$ cat src/verilog/vec_pkg.sv
/* Shared types and constants of the vector coprocessor.
   Modules pull these in with a wildcard import in the body and scoped names in port lists. */
package vec_pkg;

  ////////////////////////////////////////////////////////////
  // Element and register file geometry
  ////////////////////////////////////////////////////////////

  // One vector element is one 32-bit word
  localparam int unsigned ElemWidth = 32;

  typedef logic [ElemWidth-1:0] elen_t;

  // Architectural vector registers v0 to v7
  localparam int unsigned NrVRegs = 8;

  typedef logic [$clog2(NrVRegs)-1:0] vreg_idx_t;

  // Upper bound on the lane count accepted by the top level
  localparam int unsigned MaxNrLanes = 8;

  ////////////////////////////////////////////////////////////
  // Operations
  ////////////////////////////////////////////////////////////

  // Write operations first, then the two scalar-result operations
  typedef enum logic [2:0] {
    // vd[i] = scalar
    VMV_V_X  = 3'd0,
    // vd[i] = vs2[i] + vs1[i]
    VADD     = 3'd1,
    // vd[i] = vs2[i] - vs1[i]
    VSUB     = 3'd2,
    // vd[i] = vs2[i] & vs1[i]
    VAND     = 3'd3,
    // vd[i] = vs2[i] ^ vs1[i]
    VXOR     = 3'd4,
    // Sum of all elements of vs2, modulo 2^32
    VREDSUM  = 3'd5,
    // Number of positions where vs1 and vs2 agree
    VCPOP_EQ = 3'd6
  } vop_e;

endpackage : vec_pkg

$ cat src/verilog/vec_reduction.sv
/* Reduction unit: folds the operand streams of all lanes into a sum of vs2
   or a count of equal vs1/vs2 positions, and reports it once the stream ends. */
`timescale 1ns/1ps

module vec_reduction #(
  parameter int unsigned NrLanes = 4
) (
  input  logic                           clk_i,
  input  logic                           reset_i,
  input  logic                           pe_req_valid_i,
  input  vec_pkg::vop_e                  pe_op_i,
  // One operand pair per lane and cycle
  input  logic           [NrLanes-1:0]   operand_valid_i,
  input  vec_pkg::elen_t [NrLanes-1:0]   operand_a_i,
  input  vec_pkg::elen_t [NrLanes-1:0]   operand_b_i,
  output logic                           red_done_o,
  output vec_pkg::elen_t                 red_result_o
);
  import vec_pkg::*;

  logic  is_sum_q;
  logic  is_cpop_q;
  logic  in_stream_q;
  logic  any_valid;
  elen_t acc_q;
  elen_t lane_sum;
  elen_t lane_matches;
  elen_t step;

  assign any_valid = |operand_valid_i;

  // Contribution of one slot across all lanes
  always_comb begin
    lane_sum     = '0;
    lane_matches = '0;
    for (int l = 0; l < NrLanes; l++) begin
      if (operand_valid_i[l]) begin
        lane_sum = lane_sum + operand_b_i[l];
        if (operand_a_i[l] == operand_b_i[l]) lane_matches = lane_matches + elen_t'(1);
      end
    end
  end

  // Write operations fold nothing, so their result stays zero
  assign step = is_sum_q ? lane_sum : (is_cpop_q ? lane_matches : '0);

  always_ff @(posedge clk_i) begin
    if (reset_i) begin
      is_sum_q    <= 1'b0;
      is_cpop_q   <= 1'b0;
      in_stream_q <= 1'b0;
    end else begin
      if (pe_req_valid_i) begin
        is_sum_q  <= (pe_op_i == VREDSUM);
        is_cpop_q <= (pe_op_i == VCPOP_EQ);
      end
      in_stream_q <= any_valid;
    end
  end

  always_ff @(posedge clk_i) begin
    if (pe_req_valid_i) acc_q <= '0;
    else if (any_valid) acc_q <= acc_q + step;
  end

  // Falling edge of the stream, one cycle after the last slot
  assign red_done_o   = in_stream_q && !any_valid;
  assign red_result_o = acc_q;

endmodule : vec_reduction

$ cat config.mk
export PLATFORM = sky130hd
export DESIGN_NAME = vec_reduction
export DESIGN_NICKNAME = d
export VERILOG_FILES = /design/src/verilog/vec_pkg.sv /design/src/verilog/vec_reduction.sv
export SDC_FILE = /design/constraint.sdc
export NUM_CORES = 1
export LEC_CHECK = 0
export ABC_AREA = 1
export BUFFER_PORTS_ARGS = -buffer_cell sky130_fd_sc_hd__buf_2
export CORE_MARGIN = 3
export CORE_UTILIZATION = 55
export CTS_CLUSTER_DIAMETER = 120
export CTS_CLUSTER_SIZE = 10
export DETAILED_ROUTE_END_ITERATION = 10
export PLACE_DENSITY = 0.94
export SYNTH_ARGS = -nofsm -noshare
export SYNTH_HDL_FRONTEND = slang
export SYNTH_SLANG_ARGS = --single-unit
$ cat constraint.sdc
create_clock -name clk_i -period 8.9 [get_ports clk_i]
set_clock_uncertainty 0.2 [all_clocks]
set_input_delay 1.335 -clock clk_i [delete_from_list [all_inputs] [get_ports clk_i]]
set_output_delay 1.335 -clock clk_i [all_outputs]
set_load 0.05 [all_outputs]
==> reports/metrics.csv, run 1 <==
metric,value,unit
Post-synth top cells,"463 x nand2_1, 321 x inv_1, 174 x a21oi_1",
Hold Path Class,reg -> reg,
# IOs,299,
drt via density,5.81,
number of max-cap violations,0,
Tmin final,8.34,ns
Final Hold Viols,0,
fin util,0.664,
overall routing resource usage,0.386,
share of power burned in registers,0.121,
WS Path Type,in -> reg,
Nets,2697,
Wirelength per Cell,17.6,um
Top Layer Used,met4,
power after layout,1.44,mW
post-route cell area,0.0136,mm2
initial DRC count,1301,
ys async rst share,0,
Post-Route M1 WL,18.0,mm
fillcell total,1964,
grt ovf,0,
YS warnings,0,
cts hold-fix bufs,0,
TritonCTS Buffers,5,
syn_nets,2414,
# H-tree levels,2,
top post-synthesis cells by area,"nand2_1 15%, ha_1 14%, inv_1 10%, a21oi_1 7.5%, dfxtp_1 6.0%",
Syn Std Cell Area,0.0116,mm2
drt drc,0,
worst slew pin tran,0.988,ns
TritonCTS clock tree,built,
Final TNS setup,0,ns
Psw,0.751,mW
DIE HEIGHT,151,um
initial antenna violation count,0,
cells on worst reg2reg path,22,
Post-synth EDFFs,0,
CP startpoint kind,primary input,
Routed Antenna Nets,0,
CP Max Fanout,24,
Sw Share,0.521,
WL met2,21.4,mm
CP max stage cell,ha_1,
first-pass GRT wire length,70.7,mm
largest net degree at the start of global routing,49,
Post-Synthesis Cells,2017,
VDD IR max,71.7,uV
Routed WL,45.3,mm
post-detailed-placement half-perimeter wirelength,39.3,mm
Post-CTS Setup Inserts,0,
met3 WL,3.69,mm
Clock Tree Buf Depth,2,
vias in the first global route,13951,
largest area contributor in the netlist,nand2_1,
pwr/cell area,106,mW/mm2
DIE WIDTH,151,um
relative slew slack,0.341,
hold path cells,2,
syn_area_per_cell,5.77,um2
Fin Hold WS,0.316,ns
share of the synthesized area in the top cell type,0.149,
register bit total from synthesis,35,
Stages on worst setup path,40,
dpl cell area,0.0134,mm2
post-cts resize count,0,
type of destination of the critical path,flop,
RSZ-0062 raised after global routing,no,
Max stage delay on crit path,0.43,ns
Synth-to-Final Area Change,16.9,%
Gate power share,0.729,
core area,0.0205,mm2
post-synthesis cell type count,61,
Initial DRT Pass Iterations,6,
starting density of the core,0.568,
GPL Wtd Cong,1.06,
Leak,7.87,nW
Clock Sinks,35,
crit path buf inv count,8,
CP Data Required Time,8.89,ns
Buffers on Ports,298,
vias,14949,
final slew viol count,0,
clk root buf,clkbuf_16,
layout cells sized above 1,0.171,
Internal,0.690,mW
Worst-Skew Late Latency,0.29,ns
Final setup viols,0,
clock share of power,0.150,
"delay-heaviest family, CP",compound AO/OA/AOI/OAI gates,
achievable frequency,0.120,GHz
final period utilization,0.937,
std cell rows,52,
arrival time at the worst endpoint,8.33,ns
die area,0.0229,mm2
top-count cell post-synth,nand2_1,
register area share after synthesis,0.0602,
"reg-to-reg slack, setup",5.01,ns
top_reg_cell synth,dfxtp_1,
antenna cells,0,
status,completed,
clock-pin slew on the worst setup and hold paths,0.06,ns
-- power groups by stage --
stage	Sequential [mW]	Clock, mW	Combinational [mW]
CTS	0.174	0.212	1.02
detailed placement	0.178	0	1.01
global placement	0.177	0	0.998
floorplan	0.205	0	0.696
finish	0.175	0.216	1.05
global route	0.176	0.219	1.16
-- area by class of cell --
cell class | count | area [um2] | area share
Clock buffer | 6 | 139 | 0.0102
Clock inverter | 2 | 35.0 | 0.00258
Inverter | 326 | 1220 | 0.0900
Multi-Input combinational cell | 1620 | 9560 | 0.703
Sequential cell | 35 | 701 | 0.0515
Tap cell | 270 | 338 | 0.0248
Timing Repair Buffer | 312 | 1600 | 0.118
-- kinds of logic (layout without fill, tap and decap cells) --
logic type | count (synthesis) | after routing | synth area share
AOI/OAI and AO/OA | 480 | 480 | 0.243
muxes | 1 | 1 | 0.000861
xor gates and xnor gates | 139 | 139 | 0.105
DFF | 35 | 35 | 0.0602
buffers and inverters | 362 | 646 | 0.120
adders and majority gates | 131 | 131 | 0.143
and+or+nand+nor | 869 | 869 | 0.328
-- path summary, 6_finish.rpt --
path | startpoint | end
min reg2reg | red_result_o[0] | red_result_o[0]
min | red_result_o[0] | red_result_o[0]
max reg2reg | is_sum_q | red_result_o[26]
max | operand_valid_i[0] | red_result_o[31]
-- layout by cell type, fill, tap and decap left out, types with 3 or more instances in the layout --
master	count
clkinv_1	4
xnor2_1	72
o21bai_1	26
nor4_1	21
and2_1	3
or2_2	32
nand3_1	91
buf_2	298
nor4_2	3
a21oi_1	174
o221ai_1	9
a31oi_1	19
and3_1	5
nand2_2	10
ha_1	127
nor2_1	150
o21ai_2	9
o21ai_1	31
nand3b_1	5
dfxtp_1	35
nor3_1	29
nand3_2	4
a221oi_1	6
o21a_1	13
inv_1	320
xor2_1	67
a21o_1	10
clkbuf_16	5
buf_4	13
fa_1	4
o31ai_1	6
o211ai_1	21
o21ai_0	121
nor3b_1	4
nand2_1	463
o2111ai_1	10
nand4_1	38
o22ai_1	8
-- flip-flops by register name (all words and copies together), names as in the netlist --
name and cells:
in_stream_q 1, is_sum_q 1, is_cpop_q 1, red_result_o 32
-- tightest hold or removal path, delay by kind of cell, from the launching register on --
kind	cells	cell delay, ns
DFF	1	0.32
and+or+nand+nor	2	0.15
-- stage by stage --
step / instances / worst slack, ns
floorplan: 2017 / 0.914
global placement: 2563 / 0.251
detailed placement: 2563 / 0.214
CTS: 2571 / 0.494
global route: 2571 / 0.0157
finish: 2571 / 0.556
-- routing by layer --
layer,global-route usage,up-vias
li1,-,7317
met1,0.476,6682
met2,0.671,824
met3,0.0488,126
met4,0.166,0
met5,0,-
Note: power is estimated with default switching activity, not from simulation.
==> run 2: changes to the inputs <==
--- a/config.mk
+++ b/config.mk
@@ -12,7 +12,7 @@
 export CTS_CLUSTER_DIAMETER = 120
 export CTS_CLUSTER_SIZE = 10
 export DETAILED_ROUTE_END_ITERATION = 10
-export PLACE_DENSITY = 0.94
+export PLACE_DENSITY = 0.81
 export SYNTH_ARGS = -nofsm -noshare
 export SYNTH_HDL_FRONTEND = slang
 export SYNTH_SLANG_ARGS = --single-unit
==> reports/metrics.csv, run 2 (synthesis gave the netlist of run 1 again) <==
metric,value,unit,change
Post-CTS Setup Inserts,0,,unchanged
Worst-Skew Late Latency,0.28,ns,about the same
drt drc,0,,unchanged
# IOs,299,,unchanged
Fin Hold WS,0.345,ns,+0.0293 ns
Initial DRT Pass Iterations,6,,unchanged
"commonest non-fill, non-tap cell in the layout",nand2_1,,
Wirelength per Cell,17.6,um,-0.39%
starting density of the core,0.568,,unchanged
met1 Usage GRT,0.451,,-0.0249
std cell rows,52,,unchanged
"most used cell, CP",nand2_1,,
grt ovf,0,,unchanged
VDD IR max,73.0,uV,+1.8%
post-detailed-placement half-perimeter wirelength,38.8,mm,-1.2%
dpl cell area,0.0134,mm2,about the same
GR peak layer,met2,,
GPL Wtd Cong,1.04,,-1.9%
die area,0.0229,mm2,unchanged
Synth-to-Final Area Change,17.0,%,about the same
TritonCTS clock tree,built,,
max FFs per register,32,,unchanged
achievable frequency,0.119,GHz,-0.89%
Leak,7.85,nW,-0.31%
Tmin final,8.42,ns,+0.0751 ns
post-route cell area,0.0136,mm2,about the same
overall routing resource usage,0.379,,-0.00622
Routed WL,45.1,mm,-0.55%
dpl cells,2560,,-0.12%
CP startpoint kind,primary input,,
status,completed,,
Clock Sinks,35,,unchanged
Final Hold Viols,0,,unchanged
Hold Path Class,reg -> reg,,
Clock Tree Buf Depth,2,,unchanged
relative slew slack,0.302,,-0.0384
"commonest non-fill, non-tap cells in the layout","463 x nand2_1, 321 x inv_1, 297 x buf_2",,
Nets,2694,,-0.11%
worst slew pin tran,1.05,ns,+0.0576 ns
post-cts resize count,0,,unchanged
initial antenna violation count,0,,unchanged
core area,0.0205,mm2,unchanged
antenna cells,0,,unchanged
arrival time at the worst endpoint,8.44,ns,+0.11 ns
clk root buf,clkbuf_16,,
first-pass GRT wire length,70.2,mm,-0.73%
pwr/cell area,103,mW/mm2,-2.5%
CP Max Fanout,23,,-4.2%
largest net degree at the start of global routing,49,,unchanged
TritonCTS Buffers,5,,unchanged
Final TNS setup,0,ns,unchanged
"Cell Count, Final, Fillers Out",2567,,-0.16%
layout cells sized above 1,0.173,,+0.00247
DIE HEIGHT,151,um,unchanged
grt met3 use,0.0410,,-0.00778
final slew viol count,0,,unchanged
initial DRC count,1283,,-1.4%
Max stage delay on crit path,0.41,ns,-0.02 ns
clock-pin slew on the worst setup and hold paths,0.06,ns,about the same
vias,14903,,-0.31%
cts hold-fix bufs,0,,unchanged
Final setup viols,0,,unchanged
routing usage on met2,0.682,,+0.0113
CP Data Required Time,8.92,ns,+0.03 ns
final period utilization,0.946,,+0.00844
# H-tree levels,2,,unchanged
type of destination of the critical path,flop,,
drt via density,5.81,,-0.15%
vias in the first global route,14188,,+1.7%
Buffers on Ports,298,,unchanged
CP max stage cell,fa_1,,
DIE WIDTH,151,um,unchanged
number of max-cap violations,0,,unchanged
Routed Antenna Nets,0,,unchanged
RSZ-0062 raised after global routing,no,,
WS Path Type,in -> reg,,
run 2: cell type report:
| cell class | instances | area [um2] |
|---|---|---|
| flip-flops and latches | 35 | 701 |
| multi-input cells | 1620 | 9620 |
| inverters | 326 | 1220 |
| repair buffers | 309 | 1590 |
| clock inverters | 1 | 5.00 |
| well taps | 270 | 338 |
| clock buffers | 6 | 139 |
| fillers | 1928 | 6880 |
run 2: metrics by stage:
| stage | utilization | setup WS [ns] | total power [mW] |
|---|---|---|---|
| after floorplan | - | 0.914 | 0.902 |
| after global placement | 0.654 | 0.102 | 1.17 |
| after detailed placement | 0.654 | 0.0355 | 1.19 |
| after CTS | 0.661 | 0.312 | 1.37 |
| after global routing | 0.664 | 0.0177 | 1.52 |
| final | 0.664 | 0.481 | 1.41 |
run 2: worst max-delay path, delay by kind of cell:
kind,cells,cell delay (ns)
and+or+nand+nor,20,2.39
AOI/OAI and AO/OA,13,2.18
adders and majority gates,5,1.67
buffers and inverters,6,0.60
xor gates and xnor gates,2,0.22
run 2: path summary, 6_finish.rpt:
path                           start  slack [ns]                to  depth (start not counted)
setup / recovery  operand_valid_i[0]        0.48  red_result_o[31]                         46
hold / removal       red_result_o[0]        0.34   red_result_o[0]                          2
hold reg to reg      red_result_o[0]        0.34   red_result_o[0]                          2
setup reg to reg            is_sum_q        4.99  red_result_o[26]                         22
run 2: power by group:
part           leakage [nW]  total (mW)  switching [mW]  internal, mW
clock network        0.0727       0.181          0.0720         0.109
registers             0.285       0.175         0.00879         0.166
logic                  7.49        1.05           0.663         0.387
total                  7.85        1.41           0.744         0.663
run 2: layer usage:
layer	share of wire	vias to the layer above
li1	-	7311
met5	0	-
met3	0.074	125
met4	0.049	0
met1	0.39	6745
met2	0.48	722
