[src/verilog/vec_pkg.sv]
/* Shared types and constants of the vector coprocessor.
   Modules pull these in with a wildcard import in the body and scoped names in port lists. */
package vec_pkg;

  ////////////////////////////////////////////////////////////
  // Element and register file geometry
  ////////////////////////////////////////////////////////////

  // One vector element is one 32-bit word
  localparam int unsigned ElemWidth = 32;

  typedef logic [ElemWidth-1:0] elen_t;

  // Architectural vector registers v0 to v7
  localparam int unsigned NrVRegs = 8;

  typedef logic [$clog2(NrVRegs)-1:0] vreg_idx_t;

  // Upper bound on the lane count accepted by the top level
  localparam int unsigned MaxNrLanes = 8;

  ////////////////////////////////////////////////////////////
  // Operations
  ////////////////////////////////////////////////////////////

  // Write operations first, then the two scalar-result operations
  typedef enum logic [2:0] {
    // vd[i] = scalar
    VMV_V_X  = 3'd0,
    // vd[i] = vs2[i] + vs1[i]
    VADD     = 3'd1,
    // vd[i] = vs2[i] - vs1[i]
    VSUB     = 3'd2,
    // vd[i] = vs2[i] & vs1[i]
    VAND     = 3'd3,
    // vd[i] = vs2[i] ^ vs1[i]
    VXOR     = 3'd4,
    // Sum of all elements of vs2, modulo 2^32
    VREDSUM  = 3'd5,
    // Number of positions where vs1 and vs2 agree
    VCPOP_EQ = 3'd6
  } vop_e;

endpackage : vec_pkg

[src/verilog/vec_dispatcher.sv]
/* Front end of the coprocessor: accepts one instruction at a time from the scalar core,
   strobes it to the lanes and reduction unit, and returns the scalar result. */
`timescale 1ns/1ps

module vec_dispatcher #(
  parameter int unsigned ElemsPerLane = 4
) (
  input  logic               clk_i,
  input  logic               reset_i,
  // Request from the scalar core
  input  logic               acc_req_valid_i,
  output logic               acc_req_ready_o,
  input  vec_pkg::vop_e      acc_op_i,
  input  vec_pkg::vreg_idx_t acc_vd_i,
  input  vec_pkg::vreg_idx_t acc_vs1_i,
  input  vec_pkg::vreg_idx_t acc_vs2_i,
  input  vec_pkg::elen_t     acc_scalar_i,
  // Response to the scalar core
  output logic               acc_resp_valid_o,
  input  logic               acc_resp_ready_i,
  output vec_pkg::elen_t     acc_resp_result_o,
  // Completions from the processing elements
  input  logic               lane_done_i,
  input  logic               red_done_i,
  input  vec_pkg::elen_t     red_result_i,
  // Broadcast to the processing elements
  output logic               pe_req_valid_o,
  output vec_pkg::vop_e      pe_op_o,
  output vec_pkg::vreg_idx_t pe_vd_o,
  output vec_pkg::vreg_idx_t pe_vs1_o,
  output vec_pkg::vreg_idx_t pe_vs2_o,
  output vec_pkg::elen_t     pe_scalar_o
);
  import vec_pkg::*;

  typedef enum logic [1:0] {IDLE, ISSUE, WAIT_DONE, RESPOND} state_e;

  state_e    state_q;
  logic      lane_seen_q;
  logic      red_seen_q;
  logic      req_fire;
  vop_e      op_q;
  vreg_idx_t vd_q;
  vreg_idx_t vs1_q;
  vreg_idx_t vs2_q;
  elen_t     scalar_q;
  elen_t     result_q;

  // Only one instruction in flight, so ready is just the idle state
  assign acc_req_ready_o  = (state_q == IDLE);
  assign req_fire         = acc_req_valid_i && acc_req_ready_o;
  assign pe_req_valid_o   = (state_q == ISSUE);
  assign acc_resp_valid_o = (state_q == RESPOND);

  assign pe_op_o           = op_q;
  assign pe_vd_o           = vd_q;
  assign pe_vs1_o          = vs1_q;
  assign pe_vs2_o          = vs2_q;
  assign pe_scalar_o       = scalar_q;
  assign acc_resp_result_o = result_q;

  ////////////////////////////////////////////////////////////
  // Control FSM
  ////////////////////////////////////////////////////////////

  always_ff @(posedge clk_i) begin
    if (reset_i) begin
      state_q     <= IDLE;
      lane_seen_q <= 1'b0;
      red_seen_q  <= 1'b0;
    end else begin
      case (state_q)
        IDLE: begin
          if (req_fire) begin
            state_q     <= ISSUE;
            lane_seen_q <= 1'b0;
            red_seen_q  <= 1'b0;
          end
        end
        // Strobe lasts a single cycle
        ISSUE: state_q <= WAIT_DONE;
        WAIT_DONE: begin
          // Sticky, the two pulses come in different cycles
          if (lane_done_i) lane_seen_q <= 1'b1;
          if (red_done_i) red_seen_q <= 1'b1;
          if (lane_seen_q && red_seen_q) state_q <= RESPOND;
        end
        RESPOND: begin
          if (acc_resp_ready_i) state_q <= IDLE;
        end
        default: state_q <= IDLE;
      endcase
    end
  end

  // Instruction and result payload
  always_ff @(posedge clk_i) begin
    if (req_fire) begin
      op_q     <= acc_op_i;
      vd_q     <= acc_vd_i;
      vs1_q    <= acc_vs1_i;
      vs2_q    <= acc_vs2_i;
      scalar_q <= acc_scalar_i;
    end
    if (red_done_i) result_q <= red_result_i;
  end

  // Completion hinges on the lane pulse of the final slot
  if (ElemsPerLane == 0)
    $error("[vec_dispatcher] Each lane needs at least one element slot.");

endmodule : vec_dispatcher

[config.mk]
export PLATFORM = sky130hd
export DESIGN_NAME = vec_dispatcher
export DESIGN_NICKNAME = d
export VERILOG_FILES = /design/src/verilog/vec_pkg.sv /design/src/verilog/vec_dispatcher.sv
export SDC_FILE = /design/constraint.sdc
export NUM_CORES = 1
export LEC_CHECK = 0
export ABC_AREA = 1
export BUFFER_PORTS_ARGS = -buffer_cell sky130_fd_sc_hd__buf_2
export CAP_MARGIN = 20
export CORE_MARGIN = 5
export CORE_UTILIZATION = 40
export CTS_CLUSTER_SIZE = 40
export DETAILED_ROUTE_END_ITERATION = 12
export PLACE_DENSITY = 0.76
export SKIP_CTS_REPAIR_TIMING = 1
export SLEW_MARGIN = 25
export SYNTH_ARGS = -nofsm -noshare
export SYNTH_HDL_FRONTEND = slang
export SYNTH_SLANG_ARGS = --single-unit
[constraint.sdc]
create_clock -name clk_i -period 3.2 [get_ports clk_i]
set_input_delay 0.16 -clock clk_i [delete_from_list [all_inputs] [get_ports clk_i]]
set_output_delay 0.16 -clock clk_i [all_outputs]
set_load 0.01 [all_outputs]
==> out/metrics.csv, run 1 <==
stage,metric,value,unit
floorplan,Die Area,0.00819,mm2
setup_path,reg-to-reg startpoint,state_q[1],
global_routing,initial antenna violation count,0,
place,placed instance area,0.00350,mm2
place,gpl congestion,0.740,
setup_path,crit-path max FO,44,
final_layout,Final nets,453,
routing,remaining antenna violation count,0,
clocking,clk_lat worst skew,0.34,ns
floorplan,Die W,90.5,um
yosys,Yosys reg bits,80,
routing,DR vias/cell,4.38,
routing,routed wire length,7310,um
global_routing,GRT Total Usage,13.9,%
clocking,clock transition at the registers of the reported paths,0.08,ns
clocking,# clock sinks,80,
sta,Setup-failing EPs final,0,
final_layout,Ant. Diodes,0,
routing,Pre-antenna DRT Iters,4,
job,Max-Cap Viols,0,
global_routing,GR Layer Usage met1,16.9,%
sta,hold slack,0.0127,ns
hold_path,worst hold path stage count,1,
hold_path,Hold WC Path Type,primary input to flop,
floorplan,Initial Util,41.0,%
clocking,root buffer selected by CTS,clkbuf_8,
sta,Max Slew Vio Count,0,
run_status,run status,completed,
setup_path,worst path arrival time,1.60,ns
global_routing,first-pass GRT wire length,8940,um
routing,vias,1963,
hold_path,Hold EP,pe_scalar_o[6],
final_layout,Util after Layout,69.9,%
yosys,post-synthesis cell count,120,
sta,RSZ-0062 raised after global routing,no,
sta,Worst Skew,0.00931,ns
yosys,"Seq/Total Area, Yosys",91.2,%
yosys,Netlist Area Pre-Place,0.00259,mm2
floorplan,CORE AREA,0.00631,mm2
setup_path,r2r setup slk,1.58,ns
sta,final setup TNS,0,ns
setup_path,Setup CP Type,flop to flop,
global_routing,GR Layer Usage met3,6.75,%
sta,crit path time final,1.62,ns
setup_path,worst endpoint required time,3.17,ns
clocking,clk buf depth,2,
global_routing,pin count of the biggest net entering global routing,45,
routing,DRC viols,0,
clocking,htree depth,3,
global_routing,"Remaining Overflow, GRT",0,
routing,routed len/inst,16.3,um
setup_path,critical path capture point type,flop,
yosys,"Avg Cell Area, Syn",21.6,um2
floorplan,io pins,161,
yosys,Netlist cell types,14,
sta,FMAX,616,MHz
yosys,YS warnings,0,
sta,Rel. slew slack,51.6,%
final_layout,layout cells sized above 1,49.3,%
clocking,CTS tree,done,
pwr,worst-case vdd ir drop,0.000551,V
hold_path,hold path startpoint,acc_scalar_i[6],
routing,DRT iter0 DRCs,51,
pwr,Pwr Density,602,mW/mm2
sta,Tcrit/Tclk final,50.7,%
setup_path,worst flop-to-flop path endpoint,pe_scalar_o[23],
sta,Least-Margin Pin Slew,0.726,ns
setup_path,CP startpoint kind,flop,
place,hpwl dp,4550,um
final_layout,final std cells w/o fill,448,
clocking,total CTS buffers,9,
pwr,Lkg Pwr,1.94,nW
setup_path,FF-to-FF path depth,5,
floorplan,row count,29,
global_routing,Most Crowded Layer GR,met2,
floorplan,Die Span Y,90.5,um
place,Port-buffer cells,160,
sta,Fin. Hold Viols,0,
yosys,Syn Nets,207,
final_layout,Layout Cell Area excl Fill,0.00442,mm2
global_routing,met2 Usage GRT,20.6,%
global_routing,vias in the first global route,1703,
final_layout,P&R area growth vs syn,70.4,%
place,Placed Instances,358,
## layout by cell type (no fill, tap or decap), drive strengths merged
master	count
buf	161
edfxtp	76
dlygate4sd3	74
inv	12
clkbuf	9
nand2	9
nor2	7
ha	5
dfxtp	4
a21oi	3
clkinvlp	3
o21ai	2
nand3	2
clkinv	2
bufinv	1
nand4	1
## cell type report
type                            count  area, um2
Fill cell                         402       1900
Inverter                           11       55.1
Sequential cell                    80       2360
Clock inverter                      7       55.1
Timing Repair Buffer              235       1550
Tap cell                           77       96.3
Clock buffer                        9        124
Multi-Input combinational cell     29        174
## critical path, stage by stage, from the launching register on
cell	delay, ns
dfxtp_1	0.33
bufinv_8	0.19
ha_1	0.19
nand2_1	0.07
inv_1	0.04
buf_4	0.43
## report_power, final
part / switching (W) / leakage (nW) / internal, W
Clock: 0.000363 / 0.0814 / 0.000288
Combinational: 0.000340 / 1.10 / 0.000273
Sequential: 0.0000476 / 0.762 / 0.00135
Total: 0.000751 / 1.94 / 0.00191
## flip-flops by register name (all words and copies together) (netlist names), 2 cells and up
name	flops
pe_vd_o	3
pe_vs2_o	3
pe_op_o	3
pe_scalar_o	32
pe_vs1_o	3
state_q	2
acc_resp_result_o	32
## cells in the mapped netlist, drive strengths merged
| cell | count | area (um2) |
|---|---|---|
| o21ai | 2 | 10.0 |
| inv | 10 | 37.5 |
| dfxtp | 4 | 80.1 |
| nor2 | 7 | 26.3 |
| edfxtp | 76 | 2280 |
| nand2 | 9 | 38.8 |
| bufinv | 1 | 17.5 |
| nand3 | 2 | 15.0 |
| a21oi | 3 | 15.0 |
| ha | 5 | 62.6 |
| nand4 | 1 | 6.26 |
## metrics by stage
stage,setup WS [ns],power (W)
after floorplan,1.22,0.00171
after global placement,1.60,0.00194
after detailed placement,1.56,0.00196
after CTS,1.54,0.00260
after global routing,1.48,0.00280
final,1.58,0.00266
## worst max-delay path by stage
stage,slack [ns],cells after the start,from,end
floorplan,1.22,4,state_q[1],pe_op_o[0]
global placement,1.60,5,state_q[1],pe_op_o[1]
detailed placement,1.56,5,state_q[1],pe_vs1_o[0]
CTS,1.54,5,state_q[1],pe_scalar_o[15]
global route,1.48,5,state_q[1],pe_scalar_o[23]
finish,1.58,5,state_q[1],pe_scalar_o[23]
## per-layer routing
| layer | wire length (um) | up-vias |
|---|---|---|
| met1 | 2900 | 893 |
| li1 | - | 933 |
| met4 | 161 | 0 |
| met2 | 3530 | 123 |
| met5 | 0 | - |
| met3 | 712 | 14 |
## logic make-up (layout without fill, tap and decap cells)
kind of cell               count (synthesis)  in the layout  synth area share, %
buffers and inverters                     11            262                 2.12
adders and majority gates                  5              5                 2.41
AOI/OAI and AO/OA                          5              5                0.966
DFF                                       80             80                 91.2
and+or+nand+nor                           19             19                 3.33
No activity file was read; power rests on OpenSTA's default activity.
==> inputs of run 2 (changes only) <==
- ABC_AREA: 1 -> 0
- CORE_UTILIZATION: 40 -> 38
- clock period: 3.2 -> 1.4 ns (I/O delays scaled with it)
==> run 2 against run 1 <==
  * Non-clock buffer count up 15
  * Critical path type unchanged
  * Global-route usage up 1.0 points
  * Combinational power rose to 2.5 times the previous value
  * Sequential power up 130%
  * Critical endpoint is now state_q[0]
  * Area after synthesis down 1.4%
  * Setup slack worse by 1.5 ns
  * Core utilization up 0.83 points
  * Clock skew up 0.0064 ns
  * Die area up 3.3%
==> out/metrics.csv, run 2 <==
stage,metric,value,unit
yosys,"Seq/Total Area, Yosys",92.5,%
sta,Max Slew Vio Count,0,
pwr,Lkg Pwr,1.98,nW
routing,DRT iter0 DRCs,94,
yosys,"FFs w/ async S/R, synth",0,%
hold_path,Hold WC Path Type,primary input to flop,
job,Max-Cap Viols,0,
yosys,post-synthesis cell count,105,
run_status,run status,completed,
final_layout,"commonest non-fill, non-tap cell in the layout",buf_2,
floorplan,CORE AREA,0.00646,mm2
pwr,Pwr Density,1400,mW/mm2
routing,vias,2048,
final_layout,Final nets,453,
final_layout,Ant. Diodes,0,
sta,FMAX,738,MHz
yosys,Synth top cells by count,"76 x edfxtp_1, 5 x ha_1, 4 x dfxtp_1",
global_routing,first-pass GRT wire length,9450,um
global_routing,vias in the first global route,1788,
yosys,Yosys reg bits,80,
clocking,clk buf depth,2,
global_routing,"Remaining Overflow, GRT",0,
floorplan,Die W,92.0,um
sta,Tcrit/Tclk final,96.8,%
final_layout,most frequent cells in the layout,"160 x buf_2, 77 x dlygate4sd3_1, 76 x edfxtp_1",
final_layout,final std cells w/o fill,448,
floorplan,Die Span Y,92.0,um
final_layout,Layout Cell Area excl Fill,0.00457,mm2
sta,final setup TNS,0,ns
clocking,htree depth,3,
final_layout,layout cells sized above 1,52.3,%
yosys,Post-synth EDFFs,76,
setup_path,critical path capture point type,flop,
sta,Least-Margin Pin Slew,0.394,ns
pwr,power share of the sequential group,49.4,%
global_routing,pin count of the biggest net entering global routing,22,
floorplan,io pins,161,
routing,remaining antenna violation count,0,
place,placed instance area,0.00355,mm2
yosys,Syn Nets,192,
sta,Worst Skew,0.0157,ns
setup_path,crit-path max FO,3,
final_layout,P&R area growth vs syn,79.0,%
floorplan,Initial Util,39.5,%
yosys,Netlist cell types,16,
routing,routed len/inst,18.9,um
yosys,top post-synthesis cells by area,"edfxtp_1 89%, dfxtp_1 3.1%, ha_1 2.4%",
clocking,CTS tree,done,
yosys,most common cell in the netlist,edfxtp_1,
setup_path,CP startpoint kind,flop,
pwr,Power Internal,0.00465,W
place,Port-buffer cells,160,
sta,Fin. Hold Viols,0,
floorplan,row count,29,
routing,DRC viols,0,
clocking,total CTS buffers,9,
pwr,clock network power share,26.2,%
yosys,YS warnings,0,
setup_path,worst endpoint required time,1.65,ns
yosys,Synth area leader,edfxtp_1,
pwr,worst-case vdd ir drop,0.000785,V
yosys,Netlist Area Pre-Place,0.00255,mm2
pwr,Sw Pwr,0.00176,W
yosys,top cell type's share of synthesized area,89.4,%
pwr,Comb power frac,24.4,%
sta,Rel. slew slack,73.7,%
pwr,sw frac,27.4,%
final_layout,FILL cells,408,
routing,Pre-antenna DRT Iters,5,
clocking,root buffer selected by CTS,clkbuf_8,
clocking,clock transition at the registers of the reported paths,0.08,ns
setup_path,worst path arrival time,1.60,ns
clocking,# clock sinks,80,
global_routing,GRT Total Usage,15.0,%
setup_path,Setup CP Type,flop to flop,
sta,Setup-failing EPs final,0,
sta,hold slack,0.0634,ns
global_routing,initial antenna violation count,0,
routing,DR vias/cell,4.57,
clocking,clk_lat worst skew,0.34,ns
place,hpwl dp,5100,um
place,Placed Instances,352,
yosys,Main synth FF type,edfxtp_1,
yosys,"Avg Cell Area, Syn",24.3,um2
sta,crit path time final,1.36,ns
place,gpl congestion,0.744,
floorplan,Die Area,0.00846,mm2
routing,routed wire length,8480,um
==> run 2: changes by cell type in the layout (fill, tap and decap cells not counted), moves of 3 or more <==
cell	before	now
buf_4	1	10
dlygate4sd3_1	74	77
clkinvlp_4	3	0
nand2b_1	0	3
nand2_1	7	1
inv_1	7	2
nor2_1	7	2
==> run 2: power groups by stage <==
stage	Sequential [W]	Combinational [W]	Clock, W
2_1_floorplan	0.00336	0.000356	0
3_3_place_gp	0.00317	0.00120	0
3_5_place_dp	0.00319	0.00124	0
4_1_cts	0.00314	0.00124	0.00168
5_1_grt	0.00319	0.00168	0.00183
6_report	0.00316	0.00156	0.00168
==> run 2: area by class of cell <==
class                   instances  area [um2]  area share [%]
clock buffers                   9         124            2.71
clock inverters                 7        68.8            1.51
inverters                       3        11.3           0.246
multi-input cells              22         195            4.27
flip-flops and latches         80        2360            51.7
well taps                      77        96.3            2.11
repair buffers                250        1710            37.4
==> run 2: cells by family (layout without fill, tap and decap cells) <==
| logic type | after synthesis | in the layout | share of synthesized area [%] |
|---|---|---|---|
| adder cells (fa/ha/maj) | 5 | 5 | 2.45 |
| buffers and inverters | 3 | 269 | 0.441 |
| multiplexers | 1 | 1 | 0.392 |
| AO/OA/AOI/OAI | 5 | 5 | 1.42 |
| AND/OR/NAND/NOR | 11 | 11 | 2.79 |
| flip-flops | 80 | 80 | 92.5 |
==> run 2: metrics by stage <==
stage / setup slack (ns) / util (%) / power, W
final: 0.0442 / 70.8 / 0.00640
after global placement: 0.0581 / 55.0 / 0.00436
after detailed placement: -0.0319 / 55.0 / 0.00443
after CTS: -0.0855 / 58.0 / 0.00606
after floorplan: 0.0204 / - / 0.00371
after global routing: -0.0599 / 70.8 / 0.00670
==> run 2: routing by layer <==
layer,wire (um),global-route usage [%],vias up,share of wire (%)
met1,3020,14.1,982,36
met3,741,7.53,11,8.7
met4,130,5.69,0,1.5
li1,-,-,939,-
met5,0,0,-,0
met2,4590,27.5,116,54
==> run 2: worst paths after layout <==
check,to,slack (ns),cells after the start,startpoint
worst min register to register,lane_seen_q,0.50,2,lane_seen_q
worst max-delay path,state_q[0],0.04,4,state_q[0]
worst min-delay path,lane_seen_q,0.06,3,lane_done_i
worst max register to register,state_q[0],0.04,4,state_q[0]
==> run 2: worst max-delay path, stage by stage (launching register included) <==
cell	delay, ns
dfxtp_2	0.33
buf_4	0.13
ha_1	0.24
a221o_1	0.37
a211oi_2	0.20
==> inputs of run 3 (changes only) <==
- CORE_ASPECT_RATIO: default -> 1.25
- CORE_UTILIZATION: 38 -> 40
- clock period: 1.4 -> 1.5 ns (I/O delays scaled with it)
==> run 3 against run 2 <==
  * Sequential share of layout area rose by 1.1 points
  * Combinational power down 21%
  * Register-to-register slack better by 0.04 ns
  * Via count is 3.6% lower
  * Power down 11%
  * Clock skew decreased by 0.0096 ns
  * Core utilization grew 1.3 points
  * Design area is 2.1% lower
  * Clock power is 9.5% lower
  * First-iteration DRC count rose by 4.3%
  * Sequential power fell by 6.6%
  * Largest cell class unchanged
==> out/metrics.csv, run 3 (synthesis results as in run 2) <==
stage,metric,value,unit
hold_path,Hold WC Path Type,primary input to flop,
sta,Rel. slew slack,70.4,%
setup_path,"slowest stage delay, CP",0.39,ns
global_routing,pin count of the biggest net entering global routing,45,
final_layout,most frequent cells in the layout,"160 x buf_2, 77 x dlygate4sd3_1, 76 x edfxtp_1",
floorplan,io pins,161,
setup_path,critical-path cell list,inv_1 -> ha_2 -> nor2b_4 -> a221o_1 -> a211oi_2,
setup_path,FF-to-FF path depth,5,
pwr,worst-case vdd ir drop,0.000757,V
setup_path,critical path capture point type,flop,
hold_path,Hold EP,lane_seen_q,
final_layout,Util after Layout,72.1,%
routing,vias,1974,
sta,slack of the critical path,0.0816,ns
sta,Setup-failing EPs final,0,
routing,DRT iter0 DRCs,98,
run_status,run status,completed,
place,pre-CTS setup slack,0.0709,ns
sta,Fin. Hold Viols,0,
clocking,htree depth,3,
global_routing,vias in the first global route,1638,
routing,DRC viols,0,
routing,remaining antenna violation count,0,
clocking,clk buf depth,2,
setup_path,CP Launch Point,state_q[1],
clocking,clk_lat worst skew,0.34,ns
setup_path,r2r setup slk,0.08,ns
final_layout,"commonest non-fill, non-tap cell in the layout",buf_2,
sta,Max Slew Vio Count,0,
sta,crit path time final,1.42,ns
setup_path,CP startpoint kind,flop,
routing,routed len/inst,17.8,um
floorplan,row count,32,
floorplan,Die Span Y,99.3,um
global_routing,initial antenna violation count,0,
floorplan,Die W,81.5,um
setup_path,worst endpoint required time,1.76,ns
sta,Worst Skew,0.00619,ns
global_routing,first-pass GRT wire length,8190,um
setup_path,Setup CP Type,flop to flop,
final_layout,Ant. Diodes,0,
hold_path,worst hold path stage count,3,
clocking,clock transition at the registers of the reported paths,0.08,ns
routing,Pre-antenna DRT Iters,4,
clocking,total CTS buffers,9,
final_layout,layout cells sized above 1,50.8,%
setup_path,crit-path max FO,4,
place,Port-buffer cells,160,
sta,Least-Margin Pin Slew,0.444,ns
final_layout,P&R area growth vs syn,75.2,%
floorplan,CORE AREA,0.00621,mm2
final_layout,Final nets,442,
sta,final setup TNS,0,ns
global_routing,"Remaining Overflow, GRT",0,
job,Max-Cap Viols,0,
clocking,# clock sinks,80,
hold_path,hold path startpoint,lane_done_i,
pwr,Lkg Pwr,1.90,nW
clocking,root buffer selected by CTS,clkbuf_8,
sta,RSZ-0062 raised after global routing,no,
sta,FMAX,705,MHz
sta,Tcrit/Tclk final,94.6,%
routing,routed wire length,7920,um
setup_path,worst flop-to-flop path endpoint,state_q[0],
global_routing,GRT Total Usage,14.3,%
setup_path,"slowest stage cell, crit path",dfxtp_1,
clocking,CTS tree,done,
routing,DR vias/cell,4.44,
setup_path,reg-to-reg startpoint,state_q[1],
floorplan,Die Area,0.00809,mm2
pwr,Pwr Density,1270,mW/mm2
place,gpl congestion,0.685,
floorplan,Initial Util,41.1,%
place,hpwl dp,4870,um
setup_path,worst path arrival time,1.68,ns
sta,hold slack,0.0554,ns
==> run 3: cell types whose count changed in the layout (fill, tap and decap cells not counted), moves of 2 or more <==
cell        before  now
buf_4           10    1
clkinvlp_4       0    3
clkinv_1         2    0
inv_6            2    0
==> run 3: worst max-delay path by stage <==
| stage | endpoint | slack, ns | depth (start not counted) |
|---|---|---|---|
| 2_1_floorplan | pe_op_o[0] | 0.12 | 3 |
| 3_3_place_gp | state_q[0] | 0.12 | 5 |
| 3_5_place_dp | state_q[0] | 0.07 | 5 |
| 4_1_cts | state_q[0] | 0.05 | 5 |
| 5_1_grt | state_q[0] | 0.01 | 4 |
| 6_report | state_q[0] | 0.08 | 5 |
==> run 3: metal layers <==
metal,GRT usage [%],wire (um)
met5,0,0
met4,7.67,116
met3,9.24,1250
met2,22.9,3800
met1,13.9,2740
==> run 3: where the power goes <==
part	switching (W)	total, W	internal [W]
sequential	0.000103	0.00295	0.00284
combinational	0.000660	0.00124	0.000575
clock	0.000743	0.00152	0.000774
==> run 3: worst max-delay path, delay by kind of cell, from the launching register on <==
family                     cells  cell delay (ns)
AOI/OAI and AO/OA              2             0.52
DFF                            1             0.39
adders and majority gates      1             0.19
and+or+nand+nor                1             0.14
buffers and inverters          1             0.10
==> run 3: cell type report <==
type / count / area [um2]
tap: 85 / 106
fill: 387 / 1730
clock buffer: 10 / 128
clock inverter: 6 / 70.1
multi-input combinational: 22 / 195
timing repair buffer: 239 / 1600
inverter: 3 / 11.3
sequential: 80 / 2360
==> run 3: stage by stage <==
stage	power [W]	instance area, um2	instances
2_1_floorplan	0.00347	2550	105
3_3_place_gp	0.00398	3490	352
3_5_place_dp	0.00401	3490	352
4_1_cts	0.00550	3690	368
5_1_grt	0.00599	4470	445
6_report	0.00570	4470	445
